--- src/usbPkg.sv ---
package usbPkg;

  // PID codes as sent on the wire, LSB first
  typedef enum logic [3:0] {
    PidOut   = 4'b0001,
    PidIn    = 4'b1001,
    PidData0 = 4'b0011,
    PidAck   = 4'b0010,
    PidNak   = 4'b1010
  } pid_t;

  localparam int AddrWidth = 7;
  localparam int EndpWidth = 4;
  localparam int PayloadWidth = 64;
  localparam int SyncBits = 8;

  typedef logic [4:0] crc5_t;
  typedef logic [15:0] crc16_t;

  // x^5 + x^2 + 1
  localparam crc5_t Crc5Poly = 5'b00101;
  // x^16 + x^15 + x^2 + 1
  localparam crc16_t Crc16Poly = 16'h8005;

  localparam int StuffLimit = 6;
  localparam int EopSe0Cycles = 2;

  typedef struct packed {
    logic valid;
    logic value;
    logic last;
  } txBit_t;

  typedef struct packed {
    logic dp;
    logic dm;
    logic oe;
  } usbLine_t;

endpackage

--- src/hostRegsPkg.sv ---
package hostRegsPkg;
  import usbPkg::*;

  typedef struct packed {
    logic        psel;
    logic        penable;
    logic        pwrite;
    logic [4:0]  paddr;
    logic [31:0] pwdata;
  } apbReq_t;

  typedef struct packed {
    logic        pready;
    logic        pslverr;
    logic [31:0] prdata;
  } apbRsp_t;

  localparam logic [4:0] RegCtrl = 5'h00;
  localparam logic [4:0] RegStatus = 5'h04;
  localparam logic [4:0] RegPid = 5'h08;
  localparam logic [4:0] RegAddrEndp = 5'h0C;
  localparam logic [4:0] RegDataLo = 5'h10;
  localparam logic [4:0] RegDataHi = 5'h14;

  typedef struct packed {
    pid_t                    pid;
    logic [AddrWidth-1:0]    addr;
    logic [EndpWidth-1:0]    endp;
    logic [PayloadWidth-1:0] payload;
  } pktCfg_t;

endpackage

--- src/bitStuffer.sv ---
module bitStuffer import usbPkg::*; (
  input  logic   clock,
  input  logic   reset_n,
  input  txBit_t rawBit,
  output logic   ready,
  output txBit_t stuffedBit
);

  logic [2:0] onesCnt;
  logic       pendingLast;
  logic       stuffNow;
  logic       sixthOne;

  assign stuffNow = (onesCnt == 3'(StuffLimit));
  assign ready = !stuffNow;
  assign sixthOne = rawBit.value && (onesCnt == 3'(StuffLimit - 1));

  always_ff @(posedge clock) begin
    if (!reset_n) begin
      onesCnt <= '0;
      pendingLast <= 1'b0;
      stuffedBit <= '0;
    end else if (stuffNow) begin
      // Stuffed zero takes over the end marker
      stuffedBit <= '{valid: 1'b1, value: 1'b0, last: pendingLast};
      onesCnt <= '0;
      pendingLast <= 1'b0;
    end else if (rawBit.valid) begin
      stuffedBit <= '{valid: 1'b1, value: rawBit.value, last: rawBit.last && !sixthOne};
      pendingLast <= rawBit.last && sixthOne;
      if (!rawBit.value || (rawBit.last && !sixthOne)) begin
        onesCnt <= '0;
      end else begin
        onesCnt <= onesCnt + 3'd1;
      end
    end else begin
      stuffedBit <= '0;
    end
  end

  assert property (@(posedge clock) disable iff (!reset_n) onesCnt <= 3'(StuffLimit));

endmodule

--- src/crcGenerator.sv ---
module crcGenerator import usbPkg::*; #(
  parameter type crcT = crc5_t,
  parameter crcT Poly = Crc5Poly
) (
  input  logic clock,
  input  logic reset_n,
  input  logic clear,
  input  logic update,
  input  logic dataBit,
  input  logic shiftOut,
  output logic crcMsb
);

  localparam int Width = $bits(crcT);

  crcT  remainder;
  logic feedback;

  assign feedback = remainder[Width-1] ^ dataBit;

  always_ff @(posedge clock) begin
    if (!reset_n) begin
      remainder <= '1;
    end else if (clear) begin
      remainder <= '1;
    end else if (update) begin
      remainder <= {remainder[Width-2:0], 1'b0} ^ (Poly & {Width{feedback}});
    end else if (shiftOut) begin
      remainder <= {remainder[Width-2:0], 1'b1};
    end
  end

  // Remainder goes out inverted
  assign crcMsb = ~remainder[Width-1];

endmodule

--- src/lineDriver.sv ---
module lineDriver import usbPkg::*; (
  input  logic     clock,
  input  logic     reset_n,
  input  txBit_t   stuffedBit,
  output usbLine_t line,
  output logic     eopDone
);

  typedef enum logic [1:0] {Data, Se0, EopJ, Release} state_t;

  state_t     state;
  logic       level;
  logic       nextLevel;
  logic [1:0] se0Cnt;

  // High level is J, a zero toggles it
  assign nextLevel = stuffedBit.value ? level : ~level;

  always_ff @(posedge clock) begin
    if (!reset_n) begin
      state <= Data;
      level <= 1'b1;
      se0Cnt <= '0;
      line <= '{dp: 1'b1, dm: 1'b0, oe: 1'b0};
      eopDone <= 1'b0;
    end else begin
      eopDone <= 1'b0;
      case (state)
        Data: begin
          if (stuffedBit.valid) begin
            level <= nextLevel;
            line <= '{dp: nextLevel, dm: ~nextLevel, oe: 1'b1};
            if (stuffedBit.last) begin
              state <= Se0;
              se0Cnt <= '0;
            end
          end
        end
        Se0: begin
          line <= '{dp: 1'b0, dm: 1'b0, oe: 1'b1};
          se0Cnt <= se0Cnt + 2'd1;
          if (se0Cnt == 2'(EopSe0Cycles - 1)) begin
            state <= EopJ;
          end
        end
        EopJ: begin
          line <= '{dp: 1'b1, dm: 1'b0, oe: 1'b1};
          level <= 1'b1;
          state <= Release;
        end
        default: begin
          line.oe <= 1'b0;
          eopDone <= 1'b1;
          state <= Data;
        end
      endcase
    end
  end

  // SE1 is illegal on a driven bus
  assert property (@(posedge clock) disable iff (!reset_n) line.oe |-> !(line.dp && line.dm));

endmodule

--- src/packetSerializer.sv ---
module packetSerializer import usbPkg::*, hostRegsPkg::*; (
  input  logic    clock,
  input  logic    reset_n,
  input  logic    start,
  input  pktCfg_t cfg,
  output logic    busy,
  output txBit_t  rawBit,
  input  logic    ready,
  input  logic    eopDone
);

  typedef enum logic [3:0] {
    Idle, Sync, Pid, Addr, Endp, Crc5, Payload, Crc16, WaitEop
  } state_t;

  state_t                  state;
  state_t                  nextState;
  pktCfg_t                 pkt;
  logic [PayloadWidth-1:0] shiftReg;
  logic [PayloadWidth-1:0] nextField;
  logic [5:0]              bitCnt;
  logic [5:0]              nextCnt;
  logic                    advance;
  logic                    fieldDone;
  logic                    crc5Msb;
  logic                    crc16Msb;

  assign busy = (state != Idle);
  assign fieldDone = (bitCnt == '0);
  assign advance = rawBit.valid && ready;

  // Field that follows the current one
  always_comb begin
    nextState = WaitEop;
    nextField = '0;
    nextCnt = '0;
    case (state)
      Sync: begin
        nextState = Pid;
        nextField = PayloadWidth'({~pkt.pid, pkt.pid});
        nextCnt = 6'd7;
      end
      Pid: begin
        case (pkt.pid)
          PidOut, PidIn: begin
            nextState = Addr;
            nextField = PayloadWidth'(pkt.addr);
            nextCnt = 6'(AddrWidth - 1);
          end
          PidData0: begin
            nextState = Payload;
            nextField = pkt.payload;
            nextCnt = 6'(PayloadWidth - 1);
          end
          // Handshakes end after the PID
          default: nextState = WaitEop;
        endcase
      end
      Addr: begin
        nextState = Endp;
        nextField = PayloadWidth'(pkt.endp);
        nextCnt = 6'(EndpWidth - 1);
      end
      Endp: begin
        nextState = Crc5;
        nextCnt = 6'($bits(crc5_t) - 1);
      end
      Payload: begin
        nextState = Crc16;
        nextCnt = 6'($bits(crc16_t) - 1);
      end
      default: nextState = WaitEop;
    endcase
  end

  always_comb begin
    rawBit.valid = (state != Idle) && (state != WaitEop);
    case (state)
      Crc5:    rawBit.value = crc5Msb;
      Crc16:   rawBit.value = crc16Msb;
      default: rawBit.value = shiftReg[0];
    endcase
    rawBit.last = rawBit.valid && fieldDone && (nextState == WaitEop);
  end

  always_ff @(posedge clock) begin
    if (!reset_n) begin
      state <= Idle;
      bitCnt <= '0;
    end else begin
      case (state)
        Idle: begin
          if (start) begin
            state <= Sync;
            bitCnt <= 6'(SyncBits - 1);
          end
        end
        WaitEop: begin
          if (eopDone) begin
            state <= Idle;
          end
        end
        default: begin
          if (advance) begin
            if (fieldDone) begin
              state <= nextState;
              bitCnt <= nextCnt;
            end else begin
              bitCnt <= bitCnt - 6'd1;
            end
          end
        end
      endcase
    end
  end

  always_ff @(posedge clock) begin
    if (start) begin
      pkt <= cfg;
      // Seven zeros then a one
      shiftReg <= PayloadWidth'(1) << (SyncBits - 1);
    end else if (advance) begin
      shiftReg <= fieldDone ? nextField : (shiftReg >> 1);
    end
  end

  crcGenerator #(
    .crcT(crc5_t),
    .Poly(Crc5Poly)
  ) crc5Gen (
    .clock,
    .reset_n,
    .clear(start),
    .update(advance && ((state == Addr) || (state == Endp))),
    .dataBit(shiftReg[0]),
    .shiftOut(advance && (state == Crc5)),
    .crcMsb(crc5Msb)
  );

  crcGenerator #(
    .crcT(crc16_t),
    .Poly(Crc16Poly)
  ) crc16Gen (
    .clock,
    .reset_n,
    .clear(start),
    .update(advance && (state == Payload)),
    .dataBit(shiftReg[0]),
    .shiftOut(advance && (state == Crc16)),
    .crcMsb(crc16Msb)
  );

  // Bit on offer must hold through a stuffing stall
  assert property (@(posedge clock) disable iff (!reset_n)
    rawBit.valid && !ready |=> $stable(rawBit));

endmodule

--- src/usbHostTx.sv ---
module usbHostTx import usbPkg::*, hostRegsPkg::*; (
  input  logic     clock,
  input  logic     reset_n,
  input  apbReq_t  apbReq,
  output apbRsp_t  apbRsp,
  output usbLine_t line
);

  logic    start;
  logic    busy;
  logic    ready;
  logic    eopDone;
  pktCfg_t cfg;
  txBit_t  rawBit;
  txBit_t  stuffedBit;

  usbTxRegs regs (
    .clock,
    .reset_n,
    .apbReq,
    .apbRsp,
    .busy,
    .start,
    .cfg
  );

  packetSerializer serializer (
    .clock,
    .reset_n,
    .start,
    .cfg,
    .busy,
    .rawBit,
    .ready,
    .eopDone
  );

  bitStuffer stuffer (
    .clock,
    .reset_n,
    .rawBit,
    .ready,
    .stuffedBit
  );

  lineDriver driver (
    .clock,
    .reset_n,
    .stuffedBit,
    .line,
    .eopDone
  );

endmodule

--- src/usbTxRegs.sv ---
module usbTxRegs import usbPkg::*, hostRegsPkg::*; (
  input  logic    clock,
  input  logic    reset_n,
  input  apbReq_t apbReq,
  output apbRsp_t apbRsp,
  input  logic    busy,
  output logic    start,
  output pktCfg_t cfg
);

  logic        access;
  logic        write;
  logic        mapped;
  logic        pidOk;
  logic        startReq;
  logic        reject;
  logic [31:0] rdData;

  assign access = apbReq.psel && apbReq.penable;
  assign write = access && apbReq.pwrite;
  assign startReq = write && (apbReq.paddr == RegCtrl) && apbReq.pwdata[0];

  // Read mux, also flags unmapped offsets
  always_comb begin
    mapped = 1'b1;
    rdData = '0;
    case (apbReq.paddr)
      RegCtrl:     rdData = '0;
      RegStatus:   rdData = {31'b0, busy};
      RegPid:      rdData = {28'b0, cfg.pid};
      RegAddrEndp: rdData = {20'b0, cfg.endp, 1'b0, cfg.addr};
      RegDataLo:   rdData = cfg.payload[31:0];
      RegDataHi:   rdData = cfg.payload[63:32];
      default:     mapped = 1'b0;
    endcase
  end

  always_comb begin
    case (apbReq.pwdata[3:0])
      PidOut, PidIn, PidData0, PidAck, PidNak: pidOk = 1'b1;
      default: pidOk = 1'b0;
    endcase
  end

  // A start still in flight counts as busy
  assign reject = access && (!mapped ||
                             (write && (apbReq.paddr == RegPid) && !pidOk) ||
                             (startReq && (busy || start)));

  assign apbRsp.pready = 1'b1;
  assign apbRsp.pslverr = reject;
  assign apbRsp.prdata = rdData;

  always_ff @(posedge clock) begin
    if (write && !reject) begin
      case (apbReq.paddr)
        RegPid:      cfg.pid <= pid_t'(apbReq.pwdata[3:0]);
        RegAddrEndp: begin
          cfg.addr <= apbReq.pwdata[6:0];
          cfg.endp <= apbReq.pwdata[11:8];
        end
        RegDataLo:   cfg.payload[31:0] <= apbReq.pwdata;
        RegDataHi:   cfg.payload[63:32] <= apbReq.pwdata;
        default:     ;
      endcase
    end
  end

  always_ff @(posedge clock) begin
    if (!reset_n) begin
      start <= 1'b0;
    end else begin
      start <= startReq && !reject;
    end
  end

  // Serializer must be idle whenever a packet is launched
  assert property (@(posedge clock) disable iff (!reset_n) start |-> !busy);

endmodule
--- config.mk ---
export PLATFORM = sky130hd
export DESIGN_NAME = usbHostTx
export DESIGN_NICKNAME = d
export VERILOG_FILES = /design/src/usbPkg.sv /design/src/hostRegsPkg.sv /design/src/bitStuffer.sv /design/src/crcGenerator.sv /design/src/lineDriver.sv /design/src/packetSerializer.sv /design/src/usbHostTx.sv /design/src/usbTxRegs.sv
export SDC_FILE = /design/constraint.sdc
export NUM_CORES = 1
export LEC_CHECK = 0
export BUFFER_PORTS_ARGS = -buffer_cell sky130_fd_sc_hd__buf_2
export CAP_MARGIN = 15
export CORE_MARGIN = 2
export CORE_UTILIZATION = 60
export DETAILED_ROUTE_END_ITERATION = 10
export GPL_TIMING_DRIVEN = 0
export PLACE_DENSITY = 0.85
export SLEW_MARGIN = 15
export SYNTH_ARGS = -nofsm -noshare
export SYNTH_HDL_FRONTEND = slang
export SYNTH_SLANG_ARGS = --single-unit
--- constraint.sdc ---
create_clock -name clock -period 10.85 [get_ports clock]
set_input_delay 0.5425 -clock clock [delete_from_list [all_inputs] [get_ports clock]]
set_output_delay 0.5425 -clock clock [all_outputs]
set_load 0.03 [all_outputs]
==> metrics.txt <==
DR WL/cell=18.66 µm; Min-Delay Path Class=input pin to flip-flop; routability congestion estimate=0.9216; Cells after DPL=1188; static leakage=4.376 nW; EDFF count, synth=158; skew final=0.009691 ns; max-cap violations=0; Post-Syn Instances=slightly below 900; clock power share=0.435; final hold vios=0; Startpoint Class=input pin; I/O Pins=79; initial antenna violation count=0; post-synthesis sequential area ratio=0.6641; setup ws final=roughly 7.7 ns; CTS Sinks=270; n_diodes=0; Setup CP Type=input pin to primary output; die width=136.4 µm; Synthesized Nets=935; reg2reg path depth=6; ys flop type=edfxtp_1; TritonCTS clock tree=built; Clock Tree Buf Depth=3; Setup TNS Final=0 ns; synth-to-layout area growth=15.44%; status=complete, no violations; drt pass-1 iters=6; pin count of the biggest net entering global routing=46; core footprint=0.01724 mm²; Finished Layout Cells=1236; Yosys warnings=0; WHS Path Cells=1; RSZ-0062 raised after global routing=no; Post-Syn Area=around 0.011 mm²; pre-CTS WS=~7.6 ns; Setup Buffers After CTS=0; Final Max Tran Viols=0; layout cell share with drive strength beyond 1=0.1523; Initial Util=0.6104; synthesized flop and latch total=270; Pint=1.640 mW; number of global-route vias before repair=7473; routed via count=7530; Worst EP arrival=2.58 ns; critical path capture point type=primary output; Async S/R FF share, synth=0; max frequency=around 320 MHz; antenna viol nets, final=0; PostCTS Resize Cnt=0; combinational share of power=0.039; WHS=slightly below 0.2 ns; Max IR drop VDD=between 100 and 150 µV; Slew @ Worst Pin=approximately 1.1 ns; hold-fix buffers at CTS=0; number of core rows=48; 1st-iter DRT viols=~660; Final setup viols=0; Synth cell types=62; period utilization=0.2876; CTS buffer count=26; clock transition at the registers of the reported paths=0.06 ns; drt drc=0; crit path max fanout=10; Clock Latency Late Sink=0.53 ns; Root Buffer=clkbuf_16; Switching Fraction=0.2092; Psw=between 0.4 and 0.5 mW; die height=136.4 µm; first-pass GRT wire length=36460 µm; min cycle time layout=3.121 ns; fillers=1126; PD cells=170.8 mW/mm²; IO buf count=77; H-tree levels=1; layout net count=1043; dpl hpwl=15260 µm; GRT overflow=0; WL final=23060 µm; gr usage total=0.2507; Via density=between 6 and 7; Slew headroom=0.2762; Worst EP required=10.31 ns; power share of the sequential group=0.526; Die ar.=between 0.015 and 0.02 mm²; Synth Area per Inst=11.92 µm²
-- state kept, by name (all words and copies together) (netlist names) --
register,cells
driver.eopDone,1
stuffer.pendingLast,1
driver.se0Cnt,2
regs.cfg,79
serializer.shiftReg,64
serializer.state,4
serializer.crc16Gen.remainder,16
regs.start,1
driver.line,3
driver.state,2
serializer.crc5Gen.remainder,5
driver.level,1
serializer.bitCnt,6
serializer.pkt,79
stuffer.onesCnt,3
stuffer.stuffedBit,3
-- synthesized netlist by cell type, types with 11 or more instances --
cell type | n | area [µm²]
a21oi_1 | 90 | 450.4
a222oi_1 | 11 | 110.1
a22o_1 | 22 | 192.7
a22oi_1 | 60 | 450.4
clkbuf_1 | 37 | 138.9
dfxtp_1 | 112 | 2242
edfxtp_1 | 158 | 4745
inv_1 | 23 | 86.33
nand2_1 | 126 | 473.0
nand3_1 | 21 | 105.1
nor2_1 | 40 | 150.1
nor2b_1 | 13 | 81.33
nor3_1 | 16 | 80.08
o21ai_0 | 25 | 125.1
-- stage by stage --
| step | utilization | total power [mW] | cell area (µm²) |
|---|---|---|---|
| after floorplan | - | 1.166 | 10520 |
| after global placement | 0.6491 | 1.191 | 11190 |
| after detailed placement | 0.6545 | 1.194 | 11280 |
| after CTS | 0.7046 | 2.077 | 12150 |
| after global routing | 0.7046 | 2.123 | 12150 |
| final | 0.7046 | 2.074 | 12150 |
-- kinds of logic after synthesis --
kind of cell | share of synthesized area
muxes | 0.01391
other | 0.0003564
AOI/OAI and AO/OA | 0.1559
buffers and inverters | 0.03484
adders and majority gates | 0.01189
and+or+nand+nor | 0.1149
xor gates and xnor gates | 0.004163
DFF | 0.6641
-- critical path: stages --
cell      delay, ns
buf_2          0.11
nor2b_1        0.15
nand2_1        0.07
nor3_1         0.69
clkbuf_1       0.50
a222oi_1       0.18
inv_1          0.13
buf_2          0.21
-- path summary, 6_finish.rpt --
| path | to | slack, ns | start |
|---|---|---|---|
| min | regs.cfg[7]$_DFFE_PP_ | 0.20 | apbReq[7] |
| min reg2reg | serializer.pkt[27]$_DFFE_PP_ | 0.45 | regs.cfg[27]$_DFFE_PP_ |
| max | apbRsp[8] | 7.73 | apbReq[36] |
| max reg2reg | regs.cfg[69]$_DFFE_PP_ | 7.86 | serializer.state[0]$_SDFFE_PN0P_ |
-- placed cells by master (no fill, tap or decap), types with 4 or more instances in the layout --
master	instances
or3_1	5
a21oi_1	90
a22o_1	22
buf_2	82
nor2_1	38
clkbuf_16	28
ha_1	10
nand3_1	21
a31oi_1	5
inv_1	23
nand2b_1	6
nand2_1	126
nor2b_1	13
nand3b_1	5
a222oi_1	11
mux2i_1	9
edfxtp_1	158
o21ai_0	25
clkbuf_8	4
buf_6	7
clkbuf_1	45
o211ai_1	4
a22oi_1	60
and2_1	5
nor3_1	16
dfxtp_1	111
mux2_2	5
nor4_1	4
o22ai_1	6
-- power groups by stage --
stage / logic [mW] / registers, mW / clock network, mW
floorplan: 0.0436 / 1.12 / 0
global placement: 0.0769 / 1.11 / 0
detailed placement: 0.0800 / 1.11 / 0
CTS: 0.0811 / 1.09 / 0.904
global route: 0.0892 / 1.09 / 0.941
finish: 0.0810 / 1.09 / 0.901
-- routing by layer --
metal / wire, µm / vias to the layer above / global-route usage
met3: 1859 / 65 / 0.04325
met5: 0 / - / 0
met4: 773 / 0 / 0.1157
li1: - / 3494 / -
met2: 11550 / 362 / 0.4352
met1: 8878 / 3609 / 0.3061
-- cell type report --
type                    count  area, µm²  share of cell area
flip-flops and latches    270       6990              0.5756
multi-input cells         534       3183              0.2621
clock buffers              40      785.8             0.06470
repair buffers             80      460.4             0.03791
well taps                 225      281.5             0.02318
plain buffers              55      276.5             0.02277
inverters                  24      90.09            0.007417
clock inverters             8      77.57            0.006387
(Power assumes the default switching activity.)
